## config.mk

```make
export PLATFORM = sky130hd
export DESIGN_NAME = bp_unit
export DESIGN_NICKNAME = d
export VERILOG_FILES = /design/src/verilog/bp_cfg_pkg.sv /design/src/verilog/bp_types_pkg.sv /design/src/verilog/bht_table.sv /design/src/verilog/bht_update.sv /design/src/verilog/bp_unit.sv /design/src/verilog/flush_fsm.sv /design/src/verilog/sweep_counter.sv
export SDC_FILE = /design/constraint.sdc
export NUM_CORES = 1
export LEC_CHECK = 0
export BUFFER_PORTS_ARGS = -buffer_cell sky130_fd_sc_hd__buf_2
export CAP_MARGIN = 20
export CORE_MARGIN = 8
export CORE_UTILIZATION = 45
export DETAILED_ROUTE_END_ITERATION = 8
export PLACE_DENSITY_LB_ADDON = 0.08
export SLEW_MARGIN = 20
export SYNTH_ARGS = -nofsm -noshare
export SYNTH_HDL_FRONTEND = slang
export SYNTH_HIERARCHICAL = 1
export SYNTH_SLANG_ARGS = --single-unit
```

## constraint.sdc

```tcl
create_clock -name clk_i -period 3.6 [get_ports clk_i]
set_input_delay 0.18 -clock clk_i [delete_from_list [all_inputs] [get_ports clk_i]]
set_output_delay 0.18 -clock clk_i [all_outputs]
set_load 0.1 [all_outputs]
```

## src/verilog/bp_cfg_pkg.sv

```systemverilog
// sizing constants for the branch prediction unit: address, fetch group, table and index bits
package bp_cfg_pkg;

  // ------------------------------------------------------------
  // address and fetch group
  // ------------------------------------------------------------
  localparam int unsigned VLEN            = 32;
  // 2-byte alignment gives two slots in a 4-byte fetch group
  localparam int unsigned INSTR_PER_FETCH = 2;

  // ------------------------------------------------------------
  // table geometry
  // ------------------------------------------------------------
  localparam int unsigned NR_ENTRIES = 64;
  localparam int unsigned NR_ROWS    = NR_ENTRIES / INSTR_PER_FETCH;
  localparam int unsigned ROW_W      = $clog2(NR_ROWS);
  localparam int unsigned SLOT_W     = $clog2(INSTR_PER_FETCH);

  // ------------------------------------------------------------
  // index positions inside an address
  // ------------------------------------------------------------
  // bit 0 is always zero, so indexing starts one bit up
  localparam int unsigned OFFSET  = 1;
  // row bits sit directly above the slot bit
  localparam int unsigned ROW_LSB = OFFSET + SLOT_W;

  // weakly taken, written into every entry by a flush
  localparam logic [1:0] FLUSH_CNT_INIT = 2'b10;

endpackage

```

## src/verilog/bp_types_pkg.sv

```systemverilog
// vector typedefs for addresses, table indices and counters, and the flush state enum
package bp_types_pkg;

  import bp_cfg_pkg::*;

  // ------------------------------------------------------------
  // address and index vectors
  // ------------------------------------------------------------
  // virtual address as seen by fetch and by branch resolution
  typedef logic [VLEN-1:0] vaddr_t;

  // row of the history table
  typedef logic [ROW_W-1:0] row_idx_t;

  // slot inside a row, one per instruction of the fetch group
  typedef logic [SLOT_W-1:0] slot_idx_t;

  // ------------------------------------------------------------
  // entry contents
  // ------------------------------------------------------------
  // 2-bit saturating counter, upper bit is the taken prediction
  typedef logic [1:0] sat_cnt_t;

  // one bit per fetch slot
  typedef logic [INSTR_PER_FETCH-1:0] slot_vec_t;

  // ------------------------------------------------------------
  // flush sequencing
  // ------------------------------------------------------------
  typedef enum logic [1:0] {
    FLUSH_IDLE  = 2'b00,
    FLUSH_SWEEP = 2'b01,
    FLUSH_ACK   = 2'b10
  } flush_state_e;

endpackage

```

## src/verilog/bht_table.sv

```systemverilog
// branch history table storage with prediction read, update read, write port and row clear
`timescale 1ns/1ps

module bht_table
  import bp_cfg_pkg::*;
  import bp_types_pkg::*;
(
  input  logic      clk_i,
  input  logic      rst_ni,
  // prediction read
  input  row_idx_t  rd_row_i,
  output slot_vec_t pred_valid_o,
  output slot_vec_t pred_taken_o,
  // update read
  input  row_idx_t  upd_row_i,
  input  slot_idx_t upd_slot_i,
  output logic      upd_valid_o,
  output sat_cnt_t  upd_cnt_o,
  // update write
  input  logic      wr_en_i,
  input  row_idx_t  wr_row_i,
  input  slot_idx_t wr_slot_i,
  input  sat_cnt_t  wr_cnt_i,
  // row clear from the flush sweep
  input  logic      clr_en_i,
  input  row_idx_t  clr_row_i
);

  // ------------------------------------------------------------
  // storage
  // ------------------------------------------------------------
  logic     valid_q [NR_ROWS-1:0][INSTR_PER_FETCH-1:0];
  sat_cnt_t cnt_q   [NR_ROWS-1:0][INSTR_PER_FETCH-1:0];

  always_ff @(posedge clk_i or negedge rst_ni) begin
    if (!rst_ni) begin
      for (int r = 0; r < NR_ROWS; r++) begin
        for (int s = 0; s < INSTR_PER_FETCH; s++) begin
          valid_q[r][s] <= 1'b0;
          cnt_q[r][s]   <= 2'b00;
        end
      end
    end else if (clr_en_i) begin
      // the whole row goes invalid and weakly taken
      for (int s = 0; s < INSTR_PER_FETCH; s++) begin
        valid_q[clr_row_i][s] <= 1'b0;
        cnt_q[clr_row_i][s]   <= FLUSH_CNT_INIT;
      end
    end else if (wr_en_i) begin
      valid_q[wr_row_i][wr_slot_i] <= 1'b1;
      cnt_q[wr_row_i][wr_slot_i]   <= wr_cnt_i;
    end
  end

  // ------------------------------------------------------------
  // read ports
  // ------------------------------------------------------------
  // prediction: every slot of the selected row at once
  always_comb begin
    for (int s = 0; s < INSTR_PER_FETCH; s++) begin
      pred_valid_o[s] = valid_q[rd_row_i][s];
      pred_taken_o[s] = cnt_q[rd_row_i][s][1];
    end
  end

  // single entry for the update stage
  assign upd_valid_o = valid_q[upd_row_i][upd_slot_i];
  assign upd_cnt_o   = cnt_q[upd_row_i][upd_slot_i];

  // update stage and flush sequencer must never collide on the table
  a_no_wr_during_clr: assert property (
    @(posedge clk_i) disable iff (!rst_ni)
    !(wr_en_i && clr_en_i)
  ) else $error("bht_table: write and row clear in the same cycle");

endmodule

```

## src/verilog/bht_update.sv

```systemverilog
// update stage: captures a resolved branch, reads its entry and writes back the stepped counter
`timescale 1ns/1ps

module bht_update
  import bp_cfg_pkg::*;
  import bp_types_pkg::*;
(
  input  logic      clk_i,
  input  logic      rst_ni,
  // resolved branch from execute
  input  logic      upd_valid_i,
  input  vaddr_t    upd_pc_i,
  input  logic      upd_taken_i,
  input  logic      debug_mode_i,
  // flush in progress
  input  logic      sweep_busy_i,
  // entry read back from the table
  output row_idx_t  rd_row_o,
  output slot_idx_t rd_slot_o,
  input  logic      ent_valid_i,
  input  sat_cnt_t  ent_cnt_i,
  // write port of the table
  output logic      wr_en_o,
  output row_idx_t  wr_row_o,
  output slot_idx_t wr_slot_o,
  output sat_cnt_t  wr_cnt_o
);

  logic      accept;
  logic      pend_q;
  row_idx_t  row_q;
  slot_idx_t slot_q;
  logic      taken_q;
  sat_cnt_t  cnt_nxt;

  // no new work while debugging or while the table is being swept
  assign accept = upd_valid_i && !debug_mode_i && !sweep_busy_i;

  always_ff @(posedge clk_i or negedge rst_ni) begin
    if (!rst_ni) begin
      pend_q <= 1'b0;
    end else begin
      pend_q <= accept;
    end
  end

  always_ff @(posedge clk_i) begin
    if (accept) begin
      row_q   <= upd_pc_i[ROW_LSB +: ROW_W];
      slot_q  <= upd_pc_i[OFFSET +: SLOT_W];
      taken_q <= upd_taken_i;
    end
  end

  assign rd_row_o  = row_q;
  assign rd_slot_o = slot_q;

  // ------------------------------------------------------------
  // saturating step toward the outcome
  // ------------------------------------------------------------
  always_comb begin
    cnt_nxt = ent_cnt_i;
    if (taken_q) begin
      if (ent_cnt_i != 2'b11) begin
        cnt_nxt = ent_cnt_i + 2'd1;
      end
    end else begin
      if (ent_cnt_i != 2'b00) begin
        cnt_nxt = ent_cnt_i - 2'd1;
      end
    end
  end

  // a valid entry that would not change needs no write
  assign wr_en_o   = pend_q && !sweep_busy_i && (!ent_valid_i || (cnt_nxt != ent_cnt_i));
  assign wr_row_o  = row_q;
  assign wr_slot_o = slot_q;
  assign wr_cnt_o  = cnt_nxt;

  // nothing reaches the table while busy, nor from an update that arrived while busy
  a_no_wr_while_busy: assert property (
    @(posedge clk_i) disable iff (!rst_ni)
    (sweep_busy_i || $past(sweep_busy_i)) |-> !wr_en_o
  ) else $error("bht_update: table write while a flush is running");

endmodule

```

## src/verilog/bp_unit.sv

```systemverilog
// branch prediction unit top: history table, update stage, sweep counter and flush FSM
`timescale 1ns/1ps

module bp_unit
  import bp_cfg_pkg::*;
  import bp_types_pkg::*;
(
  input  logic      clk_i,
  input  logic      rst_ni,
  // prediction from the fetch address
  input  vaddr_t    fetch_pc_i,
  output slot_vec_t pred_valid_o,
  output slot_vec_t pred_taken_o,
  // resolved branches
  input  logic      upd_valid_i,
  input  vaddr_t    upd_pc_i,
  input  logic      upd_taken_i,
  input  logic      debug_mode_i,
  // flush handshake
  input  logic      flush_req_i,
  output logic      flush_ack_o
);

  // ------------------------------------------------------------
  // internal wiring
  // ------------------------------------------------------------
  row_idx_t  pred_row;
  row_idx_t  upd_rd_row;
  slot_idx_t upd_rd_slot;
  logic      ent_valid;
  sat_cnt_t  ent_cnt;
  logic      wr_en;
  row_idx_t  wr_row;
  slot_idx_t wr_slot;
  sat_cnt_t  wr_cnt;
  logic      sweep_en;
  logic      sweep_clr;
  logic      sweep_last;
  logic      sweep_busy;
  logic      clear;
  row_idx_t  clear_row;

  // all slots of a row are predicted together, so only the row is needed
  assign pred_row = fetch_pc_i[ROW_LSB +: ROW_W];

  bht_table u_bht_table (
    .clk_i        (clk_i),
    .rst_ni       (rst_ni),
    .rd_row_i     (pred_row),
    .pred_valid_o (pred_valid_o),
    .pred_taken_o (pred_taken_o),
    .upd_row_i    (upd_rd_row),
    .upd_slot_i   (upd_rd_slot),
    .upd_valid_o  (ent_valid),
    .upd_cnt_o    (ent_cnt),
    .wr_en_i      (wr_en),
    .wr_row_i     (wr_row),
    .wr_slot_i    (wr_slot),
    .wr_cnt_i     (wr_cnt),
    .clr_en_i     (clear),
    .clr_row_i    (clear_row)
  );

  bht_update u_bht_update (
    .clk_i        (clk_i),
    .rst_ni       (rst_ni),
    .upd_valid_i  (upd_valid_i),
    .upd_pc_i     (upd_pc_i),
    .upd_taken_i  (upd_taken_i),
    .debug_mode_i (debug_mode_i),
    .sweep_busy_i (sweep_busy),
    .rd_row_o     (upd_rd_row),
    .rd_slot_o    (upd_rd_slot),
    .ent_valid_i  (ent_valid),
    .ent_cnt_i    (ent_cnt),
    .wr_en_o      (wr_en),
    .wr_row_o     (wr_row),
    .wr_slot_o    (wr_slot),
    .wr_cnt_o     (wr_cnt)
  );

  sweep_counter u_sweep_counter (
    .clk_i  (clk_i),
    .rst_ni (rst_ni),
    .clr_i  (sweep_clr),
    .en_i   (sweep_en),
    .row_o  (clear_row),
    .last_o (sweep_last)
  );

  flush_fsm u_flush_fsm (
    .clk_i        (clk_i),
    .rst_ni       (rst_ni),
    .flush_req_i  (flush_req_i),
    .flush_ack_o  (flush_ack_o),
    .sweep_en_o   (sweep_en),
    .sweep_clr_o  (sweep_clr),
    .sweep_last_i (sweep_last),
    .clear_o      (clear),
    .sweep_busy_o (sweep_busy)
  );

endmodule

```

## src/verilog/flush_fsm.sv

```systemverilog
// flush FSM: four-phase req/ack handshake and sequencing of the row sweep
`timescale 1ns/1ps

module flush_fsm
  import bp_types_pkg::*;
(
  input  logic clk_i,
  input  logic rst_ni,
  // four-phase handshake with the requester
  input  logic flush_req_i,
  output logic flush_ack_o,
  // sweep counter control
  output logic sweep_en_o,
  output logic sweep_clr_o,
  input  logic sweep_last_i,
  // table clear strobe and update blocking
  output logic clear_o,
  output logic sweep_busy_o
);

  flush_state_e state_q;
  flush_state_e state_d;
  logic         start;

  // request seen while idle kicks off a sweep at this edge
  assign start = (state_q == FLUSH_IDLE) && flush_req_i;

  // ------------------------------------------------------------
  // next state
  // ------------------------------------------------------------
  always_comb begin
    state_d = state_q;
    case (state_q)
      FLUSH_IDLE: begin
        if (flush_req_i) begin
          state_d = FLUSH_SWEEP;
        end
      end
      FLUSH_SWEEP: begin
        // leave once the last row has been cleared
        if (sweep_last_i) begin
          state_d = FLUSH_ACK;
        end
      end
      FLUSH_ACK: begin
        // hold ack until the requester lets go
        if (!flush_req_i) begin
          state_d = FLUSH_IDLE;
        end
      end
      default: begin
        state_d = FLUSH_IDLE;
      end
    endcase
  end

  always_ff @(posedge clk_i or negedge rst_ni) begin
    if (!rst_ni) begin
      state_q <= FLUSH_IDLE;
    end else begin
      state_q <= state_d;
    end
  end

  // ------------------------------------------------------------
  // outputs
  // ------------------------------------------------------------
  assign sweep_clr_o  = start;
  assign sweep_en_o   = (state_q == FLUSH_SWEEP);
  assign clear_o      = (state_q == FLUSH_SWEEP);
  assign flush_ack_o  = (state_q == FLUSH_ACK);
  // also covers the accepting edge so no update slips in before the sweep
  assign sweep_busy_o = start || (state_q == FLUSH_SWEEP);

  // requester has to keep req high until the ack arrives
  a_ack_needs_req: assert property (
    @(posedge clk_i) disable iff (!rst_ni)
    $rose(flush_ack_o) |-> flush_req_i
  ) else $error("flush_fsm: ack raised without a pending request");

endmodule

```

## src/verilog/sweep_counter.sv

```systemverilog
// row counter that walks the table during a flush and flags the last row
`timescale 1ns/1ps

module sweep_counter
  import bp_cfg_pkg::*;
  import bp_types_pkg::*;
(
  input  logic     clk_i,
  input  logic     rst_ni,
  // restart at row zero
  input  logic     clr_i,
  // step to the next row
  input  logic     en_i,
  output row_idx_t row_o,
  output logic     last_o
);

  row_idx_t row_q;

  always_ff @(posedge clk_i or negedge rst_ni) begin
    if (!rst_ni) begin
      row_q <= '0;
    end else if (clr_i) begin
      row_q <= '0;
    end else if (en_i) begin
      // wraps back to zero after the last row
      row_q <= row_q + row_idx_t'(1);
    end
  end

  assign row_o  = row_q;
  assign last_o = (row_q == row_idx_t'(NR_ROWS - 1));

endmodule
```

==> impl_metrics.tcl, run 1 <==
set metrics [dict create \
    outcome "finished, violations left" \
    failed_checks "negative setup slack" \
    rows 57 \
    power_leakage_nw 6.02 \
    synth_cell_types 50 \
    synth_largest_area_cell "dfrtp_1" \
    ys.warnings.count 6 \
    fmax_mhz 265 \
    via_per_inst 5.97 \
    area_delta_synth_final_pct 26.3 \
    min_to "u_bht_update/pend_q$_DFF_PN0_" \
    finalClockSkew_ps 17.3 \
    post-route-util_pct 57.5 \
    synth_top_area_share_pct 45.4 \
    synth_flop_cell "dfrtp_1" \
    post-dp-hpwl_microns 25000 \
    first_pass_iters 5 \
    relSlewSlack_pct 14.3 \
    antenna_found_initial 2 \
    synth_seq_cells 207 \
    r2r_setup_slack_ps -170 \
    syn-num-nets 1132 \
    design_area_sq_um 13900 \
    htreeDepth 1 \
    grt_start_max_net_pins 102 \
    synth_area_leaders "dfrtp_1, mux4_2, nand2_1" \
    multiInputGateArea_sq_um 6080 \
    rsz0062_at_grt "true" \
    setup_violations 76 \
    reg2reg_from "u_bht_update/rd_row_o[0]$_DFFE_PP_" \
    tightest_slew_ps 1280 \
    cap_violations 0 \
    fin_crit_ps 3770 \
    hold_viol_final 0 \
    gp_congestion 0.917 \
    yosysSeqAreaShare_pct 47.3 \
    p_total_mw 7.44 \
    grt_pass1_wl_microns 55700 \
    path_cells "buf_12, buf_12, buf_8, buf_4, mux4_2, nand2_1, nand3_1, a22o_1, and4_4, nor4b_4, or3b_4, nor3b_4, buf_6, nand2_4, nor2_1, a21oi_1" \
    io_buffers 21 \
    core_sq_um 24200 \
    endpoint_kind "flop" \
    ir_drop_mv 0.460 \
    grtUsageTotal_pct 25.3 \
    dr.first_iter.drc_count 808 \
    slowest_stage "or3b_4" \
    fillCellCount 2049 \
    routedWlPerCell_microns 24.4 \
    timing.critical_path.mode_cell "buf_12" \
    ios 75 \
    grt_pass1_vias 8982 \
    r2r_cells 16 \
    clkLatencyLatePin_ps 530 \
    cp-start-kind "flop" \
    cts_root_buffer "clkbuf_16" \
    worst-path-max-fanout 6 \
    finalNetCount 1230 \
    die_w_microns 172 \
    synth_cells 1060 \
    synth_edf_count 7 \
    async_flop_share_pct 96.6 \
    die-height_microns 172 \
    cts_tree "yes" \
    placed_area_sq_um 12000 \
    clockBufferDepth 3 \
    syn_area_per_cell_sq_um 10.4 \
    initial_core_util_pct 45.6 \
    setup_slack_ps -170 \
    layout-drive-gt1-share_pct 33.6 \
    dieArea_sq_um 29800 \
    clkSinkCount 207 \
    synth_most_common_cell "nand2_1" \
    hold_path_class "in2reg" \
    post-route-period-util_pct 105 \
    critical_path_class "reg2reg" \
    grt-ovfl-total 0 \
    drc 0 \
    r2r-end "u_bht_table/cnt_q[5]$_DFFE_PN0P_" \
    ant_nets 0 \
    path_clk_slew_ps 60 \
    antenna_cells 0 \
    finalMaxSlewViolations 0 \
    routed_wl_microns 36500 \
    hold_path.startpoint "debug_mode_i" \
    cp.arrival_ps 4180 \
    regArea_sq_um 5220 \
    synth_common_cells "nand2_1, dfrtp_1, o21ai_0, nor2_1, mux4_2" \
    powerDensity_nw_per_um2 535 \
    cp_slowest_stage_delay_ps 470 \
    hold_depth 3 \
    critPathRequiredTime_ps 4010 \
    vias 8955 \
    syn_area_sq_um 11000 \
    numCtsBuffers 25 \
    dp_worst_setup_slack_ps -345 \
]
==> worst max-delay path: cells and delay by family, from the launching register on <==
| family | cells | cell delay (ps) |
|---|---|---|
| and+or+nand+nor | 8 | 1700 |
| buffers and inverters | 5 | 750 |
| muxes | 1 | 460 |
| DFF | 1 | 440 |
| AOI/OAI and AO/OA | 2 | 300 |
==> sequential cells by signal (all words and copies together) (netlist names) <==
register,flops
u_bht_update/rd_slot_o,1
u_bht_table/valid_q,64
u_bht_update/taken_q,1
u_bht_table/cnt_q,128
u_sweep_counter/row_o,5
u_bht_update/pend_q,1
u_bht_update/rd_row_o,5
u_flush_fsm/state_q,2
==> worst max path at each step <==
stage	start	end	slack (ps)
finish	u_bht_update/rd_row_o[0]$_DFFE_PP_	u_bht_table/cnt_q[5]$_DFFE_PN0P_	-170
global route	u_bht_update/rd_row_o[0]$_DFFE_PP_	u_bht_table/cnt_q[16]$_DFFE_PN0P_	-280
CTS	u_bht_update/rd_row_o[0]$_DFFE_PP_	u_bht_table/cnt_q[65]$_DFFE_PN0P_	-130
detailed placement	u_bht_update/rd_row_o[0]$_DFFE_PP_	u_bht_table/cnt_q[116]$_DFFE_PN0P_	-350
global placement	u_bht_update/rd_row_o[0]$_DFFE_PP_	u_bht_table/cnt_q[100]$_DFFE_PN0P_	-220
floorplan	u_bht_update/rd_row_o[1]$_DFFE_PP_	u_bht_table/cnt_q[124]$_DFFE_PN0P_	10
==> through the flow <==
step	hold slack, ps	cells	TNS, ps
finish	29.4	1499	-6710
global route	30.7	1499	-17490
CTS	12.2	1490	-3450
detailed placement	357	1426	-21710
global placement	357	1426	-10370
floorplan	-116	1060	0
==> power breakdown <==
| part | switching (mW) | internal (mW) | total [mW] |
|---|---|---|---|
| logic | 1.15 | 0.728 | 1.87 |
| clock network | 0.991 | 1.49 | 2.48 |
| registers | 0.372 | 2.72 | 3.09 |
==> routing by layer <==
layer | GRT usage [%] | vias up | wire length [microns]
met1 | 34.7 | 4540 | 15700
met4 | 8.62 | 4 | 1300
met3 | 4.34 | 85 | 2450
met2 | 40.2 | 317 | 17100
met5 | 0 | - | 26
li1 | - | 4009 | -
==> timing repair <==
action,CTS,global route
buffers inserted,8,10
pin swaps,27,46
hold endpoints to repair,105,0
setup endpoints to repair,116,184
gates resized for setup,92,133
cloned,3,0
hold buffers,9,0
==> cells by family (layout without fill, tap and decap cells) <==
kind of cell	after synthesis	in the layout	share of synthesized area, %
and+or+nand+nor	440	440	17.9
AOI/OAI and AO/OA	225	225	11.6
DFF	207	207	47.3
muxes	103	103	19.3
buffers and inverters	80	195	3.32
adders and majority gates	4	4	0.420
xor gates and xnor gates	1	1	0.0795
==> cells in the final DEF, fill, tap and decap left out, types with 5 or more instances in the layout <==
| cell type | n |
|---|---|
| dfrtp_1 | 200 |
| nand2_1 | 198 |
| mux4_2 | 87 |
| o21ai_0 | 65 |
| buf_4 | 64 |
| nor2_1 | 58 |
| a21oi_1 | 57 |
| o21ai_1 | 32 |
| a21o_1 | 32 |
| nor2_2 | 27 |
| clkbuf_16 | 25 |
| buf_6 | 25 |
| nand3_1 | 22 |
| buf_2 | 20 |
| nand2_2 | 20 |
| nand3_2 | 18 |
| inv_1 | 14 |
| nand2_4 | 14 |
| buf_12 | 13 |
| a31oi_1 | 12 |
| nor2_4 | 11 |
| dlygate4sd3_1 | 9 |
| and2_1 | 9 |
| clkbuf_8 | 8 |
| mux2i_1 | 7 |
| edfxtp_1 | 7 |
| clkbuf_1 | 6 |
| nand3b_1 | 6 |
| nor2b_1 | 6 |
| mux2_2 | 5 |
| and3_1 | 5 |
| and3b_1 | 5 |
| nor3b_1 | 5 |
==> area by class of cell <==
| class | count | area share [%] |
|---|---|---|
| clock buffer | 38 | 5.35 |
| clock inverter | 6 | 0.441 |
| inverter | 14 | 0.378 |
| multi-input combinational | 773 | 43.7 |
| sequential | 207 | 37.5 |
| tap | 324 | 2.91 |
| timing repair buffer | 137 | 9.71 |
(Power assumes the default switching activity.)
==> inputs of run 2 (changes only) <==
--- a/config.mk
+++ b/config.mk
@@ -7,8 +7,10 @@
 export LEC_CHECK = 0
 export BUFFER_PORTS_ARGS = -buffer_cell sky130_fd_sc_hd__buf_2
 export CAP_MARGIN = 20
+export CELL_PAD_IN_SITES_DETAIL_PLACEMENT = 0
+export CELL_PAD_IN_SITES_GLOBAL_PLACEMENT = 1
 export CORE_MARGIN = 8
-export CORE_UTILIZATION = 45
+export CORE_UTILIZATION = 44
 export DETAILED_ROUTE_END_ITERATION = 8
 export PLACE_DENSITY_LB_ADDON = 0.08
 export SLEW_MARGIN = 20
==> run 2 against run 1 <==
The flow still finishes with violations (negative setup slack). Worst hold slack improved by 50 ps. Sequential share of layout area grew 0.20 points. Combinational power is essentially flat. Clock-buffer cell count decreased by 4. Sequential cell count stayed put. Final cell count fell by 0.33%. Cell area is 0.54% lower. Setup slack better by 74 ps. Total power is 2.2% higher. Core utilization fell by 2.0 points. Global-route usage decreased by 0.99 points. Register-to-register slack better by 70 ps.
==> impl_metrics.tcl, run 2 (same netlist as run 1, synthesis figures left out) <==
set metrics [dict create \
    final_cell_mix "nand2_1, dfrtp_1, mux4_2" \
    die_w_microns 174 \
    multiInputGateArea_sq_um 6100 \
    cap_violations 0 \
    endpoint_kind "flop" \
    gp_congestion 0.893 \
    rsz0062_at_grt "true" \
    routedWlPerCell_microns 24.6 \
    htreeDepth 1 \
    critical_path_class "reg2reg" \
    regArea_sq_um 5220 \
    worst-path-max-fanout 6 \
    grt-ovfl-total 0 \
    clkSinkCount 207 \
    fmax_mhz 271 \
    failed_checks "negative setup slack" \
    slowest_stage "mux4_2" \
    routed_wl_microns 36700 \
    layout-drive-gt1-share_pct 32.5 \
    largest_reg_flops 128 \
    ios 75 \
    hold_viol_final 0 \
    antenna_cells 0 \
    vias 8866 \
    dr.first_iter.drc_count 812 \
    via_per_inst 5.93 \
    finalMaxSlewViolations 0 \
    post-dp-hpwl_microns 25600 \
    critical-path-top-delay-family "simple AND/OR/NAND/NOR gates" \
    fin_crit_ps 3700 \
    power_leakage_nw 5.90 \
    cp.arrival_ps 4080 \
    ir_drop_mv 0.362 \
    core_sq_um 24900 \
    clkLatencyLatePin_ps 530 \
    dieArea_sq_um 30400 \
    antenna_found_initial 0 \
    finalClockSkew_ps 17.2 \
    setup_violations 53 \
    ant_nets 0 \
    fillCellCount 2177 \
    drc 0 \
    outcome "finished, violations left" \
    grt_start_max_net_pins 74 \
    grtUsageTotal_pct 24.3 \
    post-route-util_pct 55.6 \
    critPathRequiredTime_ps 3990 \
    cp_slowest_stage_delay_ps 560 \
    whs_ps 79.4 \
    io_buffers 21 \
    tns_ps -2170 \
    hold_path_class "in2reg" \
    design_area_sq_um 13800 \
    post-route-period-util_pct 103 \
    clockBufferDepth 3 \
    die-height_microns 174 \
    first_pass_iters 5 \
    powerDensity_nw_per_um2 549 \
    finalNetCount 1218 \
    area_delta_synth_final_pct 25.6 \
    grt_pass1_wl_microns 56100 \
    path_cells "buf_6, buf_8, mux4_2, a22oi_2, a31oi_1, a21oi_1, o22ai_2, and4_4, nor4b_4, or3b_4, nor3b_4, buf_6, nand2_2, nand3_2, o21ai_0" \
    cts_root_buffer "clkbuf_16" \
    top_regs "u_bht_table/cnt_q: 128 flops, u_bht_table/valid_q: 64 flops" \
    cts_tree "yes" \
    relSlewSlack_pct 5.72 \
    cp-start-kind "flop" \
    grt_pass1_vias 8933 \
    placed_area_sq_um 12000 \
    tightest_slew_ps 1410 \
    timing.critical_path.mode_cell "buf_6" \
    path_clk_slew_ps 60 \
    numCtsBuffers 24 \
    setup_slack_ps -95.6 \
    top_register "u_bht_table/cnt_q" \
    initial_core_util_pct 44.3 \
    rows 58 \
    path_buf_inv 3 \
]
## run 2: final cells by class
cell class,count,share of cell area [%]
clock buffers,34,4.98
well taps,330,2.98
flip-flops and latches,207,37.7
inverters,14,0.380
repair buffers,126,8.79
clock inverters,10,1.08
multi-input cells,773,44.1
## run 2: path summary, 6_finish.rpt
| path | start | to | slack (ps) | cells after the start |
|---|---|---|---|---|
| min reg2reg | u_bht_table/cnt_q[50]$_DFFE_PN0P_ | u_bht_table/cnt_q[50]$_DFFE_PN0P_ | 500 | 2 |
| max | u_bht_update/rd_row_o[0]$_DFFE_PP_ | u_bht_table/cnt_q[4]$_DFFE_PN0P_ | -100 | 15 |
| max in group asynchronous | rst_ni | u_bht_table/cnt_q[58]$_DFFE_PN0P_ | 2500 | 3 |
| min | upd_valid_i | u_bht_update/pend_q$_DFF_PN0_ | 80 | 2 |
| max reg2reg | u_bht_update/rd_row_o[0]$_DFFE_PP_ | u_bht_table/cnt_q[4]$_DFFE_PN0P_ | -100 | 15 |
| min in group asynchronous | rst_ni | u_bht_table/valid_q[40]$_DFFE_PN0P_ | 240 | 2 |
## run 2: worst reg2reg max path: stages (launching register included)
cell,delay (ps)
edfxtp_1,480
buf_6,190
buf_8,140
mux4_2,560
a22oi_2,140
a31oi_1,130
a21oi_1,160
o22ai_2,110
and4_4,200
nor4b_4,210
or3b_4,470
nor3b_4,240
buf_6,200
nand2_2,110
nand3_2,120
o21ai_0,80
## run 2: report_power, final
group,total [mW],internal (mW),switching [mW]
Combinational,1.89,0.716,1.17
Sequential,3.10,2.71,0.384
Clock,2.62,1.61,1.00
## run 2: through the flow
stage / instances / setup WS (ps) / total power [mW]
after floorplan: 1060 / 10.1 / 4.10
after global placement: 1426 / -209 / 4.90
after detailed placement: 1426 / -301 / 4.92
after CTS: 1489 / -23.7 / 7.61
after global routing: 1494 / -199 / 7.94
final: 1494 / -95.6 / 7.60
## run 2: routing by layer
metal | vias to the layer above | part of all wire [%] | track usage [%]
li1 | 3992 | - | -
met1 | 4480 | 44 | 33.6
met2 | 295 | 46 | 38.4
met3 | 99 | 5.4 | 3.62
met4 | 0 | 4.0 | 8.76
met5 | - | 0 | 0
## run 2: what timing repair did
item                       CTS  global route
buffers inserted             9             5
setup endpoints to repair  119           170
resized for setup           86           151
hold endpoints to repair    81             0
hold buffers                10             0
pin swaps                   23            22
==> inputs of run 3 (changes only) <==
--- a/config.mk
+++ b/config.mk
@@ -5,12 +5,13 @@
 export SDC_FILE = /design/constraint.sdc
 export NUM_CORES = 1
 export LEC_CHECK = 0
+export ABC_AREA = 1
 export BUFFER_PORTS_ARGS = -buffer_cell sky130_fd_sc_hd__buf_2
 export CAP_MARGIN = 20
 export CELL_PAD_IN_SITES_DETAIL_PLACEMENT = 0
 export CELL_PAD_IN_SITES_GLOBAL_PLACEMENT = 1
 export CORE_MARGIN = 8
-export CORE_UTILIZATION = 44
+export CORE_UTILIZATION = 40
 export DETAILED_ROUTE_END_ITERATION = 8
 export PLACE_DENSITY_LB_ADDON = 0.08
 export SLEW_MARGIN = 20
==> run 3 against run 2 <==
The flow now finishes without violations. Clock-buffer cell count grew 3. Core utilization shrank 11 points. Area after synthesis grew 6.8%. Highest routed layer unchanged. Clock power is essentially flat. Die area grew 16%. Critical path type unchanged. Register-to-register slack gained 500 ps. Clock skew shrank 2.0 ps. Setup slack gained 500 ps. Worst hold slack lost 38 ps. Final cell count grew 39%.
==> impl_metrics.tcl, run 3 <==
set metrics [dict create \
    outcome "complete, no violations" \
    synth_top_family_by_area "simple AND/OR/NAND/NOR gates" \
    final_common_cell "nand2_1" \
    design_area_sq_um 13200 \
    dr.first_iter.drc_count 913 \
    synth_fa_ha_area_share_pct 0.213 \
    synth_common_cells "nand2_1, nand3_1, dfrtp_1, inv_1, o21ai_0" \
    top_register "u_bht_table/cnt_q" \
    die_w_microns 188 \
    cap_violations 0 \
    via_per_inst 5.42 \
    worst-path-max-fanout 44 \
    routed_wl_microns 42400 \
    ant_nets 0 \
    yosysSeqAreaShare_pct 44.3 \
    finalMaxSlewViolations 0 \
    synth_flop_cell "dfrtp_1" \
    synth_top_area_share_pct 42.5 \
    cts_resized 0 \
    grt_start_max_net_pins 79 \
    critPathRequiredTime_ps 3990 \
    clockBufferDepth 3 \
    synth_largest_area_cell "dfrtp_1" \
    setup_violations 0 \
    synth.mux.area_fraction_pct 0 \
    async_flop_share_pct 96.6 \
    synth_most_common_cell "nand2_1" \
    synth_edf_count 7 \
    routedWlPerCell_microns 20.4 \
    cts_tree "yes" \
    cp-start-kind "flop" \
    first_pass_iters 5 \
    largest_reg_flops 128 \
    vias 11239 \
    grt_pass1_wl_microns 66400 \
    grtUsageTotal_pct 24.0 \
    synth_cell_types 28 \
    rsz0062_at_grt "false" \
    powerDensity_nw_per_um2 577 \
    syn_area_sq_um 11800 \
    tightest_slew_ps 914 \
    synth_compound_area_share_pct 10.1 \
    final_cell_mix "nand2_1, nand3_1, dfrtp_1" \
    ys.warnings.count 6 \
    hold_viol_final 0 \
    drc 0 \
    endpoint_kind "flop" \
    synthXorXnorAreaFrac_pct 0 \
    placed_area_sq_um 12300 \
    clkSinkCount 207 \
    area_delta_synth_final_pct 12.1 \
    dp_worst_setup_slack_ps 458 \
    initial_core_util_pct 40.2 \
    setup_slack_ps 406 \
    synth_seq_cells 207 \
    critical_path_class "reg2reg" \
    layout-drive-gt1-share_pct 6.95 \
    rows 63 \
    grt_pass1_vias 10864 \
    clkLatencyLatePin_ps 540 \
    fmax_mhz 313 \
    dieArea_sq_um 35200 \
    htreeDepth 1 \
    ios 75 \
    io_buffers 21 \
    antenna_found_initial 0 \
    die-height_microns 188 \
    gp_congestion 0.852 \
    synth-simple-area-share_pct 35.9 \
    path_clk_slew_ps 60 \
    ir_drop_mv 0.639 \
    syn_area_per_cell_sq_um 7.07 \
    cts_root_buffer "clkbuf_16" \
    fin_crit_ps 3190 \
    cp.arrival_ps 3580 \
    fillCellCount 3150 \
    numCtsBuffers 26 \
    syn-num-nets 1737 \
    post-dp-hpwl_microns 27500 \
    synth_area_leaders "dfrtp_1, nand2_1, nand3_1" \
    power_leakage_nw 6.54 \
    hold_path_class "in2reg" \
    synth_cells 1665 \
    post-route-period-util_pct 88.7 \
    top_regs "u_bht_table/cnt_q: 128 flops, u_bht_table/valid_q: 64 flops" \
    grt-ovfl-total 0 \
    relSlewSlack_pct 38.9 \
    tns_ps 0 \
    finalNetCount 1735 \
    finalClockSkew_ps 15.2 \
    antenna_cells 0 \
    core_sq_um 29300 \
]
[run 3: cell count changes after synthesis, moves of 29 or more]
cell	delta
o22ai_1	+42
mux4_2	-87
nand2_1	+365
a21o_1	-32
nor2_1	-50
inv_1	+132
buf_2	+29
a21oi_1	-31
nand3_1	+283
[run 3: per-layer routing]
layer	track usage, %	routed length (microns)	part of all wire, %	vias to the layer above
li1	-	-	-	5442
met1	33.7	19800	47	5401
met2	38.5	19300	45	317
met3	2.82	2050	4.8	79
met4	7.06	1260	3.0	0
met5	0	0	0	-
[run 3: layout make-up]
type | instances | area (sq um) | share of cell area (%)
inverter | 153 | 577 | 4.37
clock buffer | 37 | 743 | 5.63
multi-input combinational | 1212 | 5450 | 41.3
clock inverter | 11 | 103 | 0.777
tap | 390 | 488 | 3.70
timing repair buffer | 63 | 622 | 4.71
sequential | 207 | 5220 | 39.5
[run 3: power breakdown]
part / leakage (nW) / internal, mW / switching, mW
Clock: 0.421 / 1.57 / 1.05
Sequential: 2.38 / 2.69 / 0.342
Combinational: 3.74 / 0.575 / 1.38
[run 3: kinds of logic after synthesis]
group | count (synthesis)
flops | 207
simple gates | 992
compound gates | 218
fa+ha+maj | 2
buf+inv | 246
[run 3: worst paths after layout]
| path | startpoint | end | slack [ps] | cells past startpoint |
|---|---|---|---|---|
| worst max register to register | u_bht_update/rd_row_o[0]$_DFFE_PP_ | u_bht_table/cnt_q[108]$_DFFE_PN0P_ | 410 | 19 |
| worst min-delay path | debug_mode_i | u_bht_update/pend_q$_DFF_PN0_ | 40 | 2 |
| worst max-delay path | u_bht_update/rd_row_o[0]$_DFFE_PP_ | u_bht_table/cnt_q[108]$_DFFE_PN0P_ | 410 | 19 |
| min in group asynchronous | rst_ni | u_bht_table/valid_q[22]$_DFFE_PN0P_ | 200 | 2 |
| worst min register to register | u_bht_table/valid_q[40]$_DFFE_PN0P_ | u_bht_table/valid_q[40]$_DFFE_PN0P_ | 500 | 2 |
| max in group asynchronous | rst_ni | u_bht_table/cnt_q[106]$_DFFE_PN0P_ | 2370 | 3 |
[run 3: through the flow]
| step | hold WS [ps] | utilization (%) | std cells | power, mW |
|---|---|---|---|---|
| 3_3_place_gp | 215 | 41.8 | 2016 | 5.00 |
| 4_1_cts | 28.8 | 45.0 | 2073 | 7.67 |
| 3_5_place_dp | 217 | 41.8 | 2016 | 5.02 |
| 2_1_floorplan | -116 | - | 1665 | 4.30 |
| 5_1_grt | 45.2 | 45.0 | 2073 | 8.04 |
| 6_report | 40.9 | 45.0 | 2073 | 7.61 |
[run 3: repair_timing]
action                                 CTS  global route
endpoints found under the hold margin   66             0
buffers inserted                         0             0
hold buffers                             9             0
[run 3: critical path, cell delays in order, from the launching register on]
cell and delay (ps):
edfxtp_1 520, inv_4 120, buf_12 230, nand2_1 80
nand3_1 100, nand3_1 150, nand2_1 150, nand2_1 70
nand3_1 130, nand3_1 80, nand2_1 120, nor2_2 70
nor2_1 90, nor2_1 60, nor2_1 120, nor3b_4 270
buf_4 230, nand2_1 160, nand3_1 120, o21ai_0 100
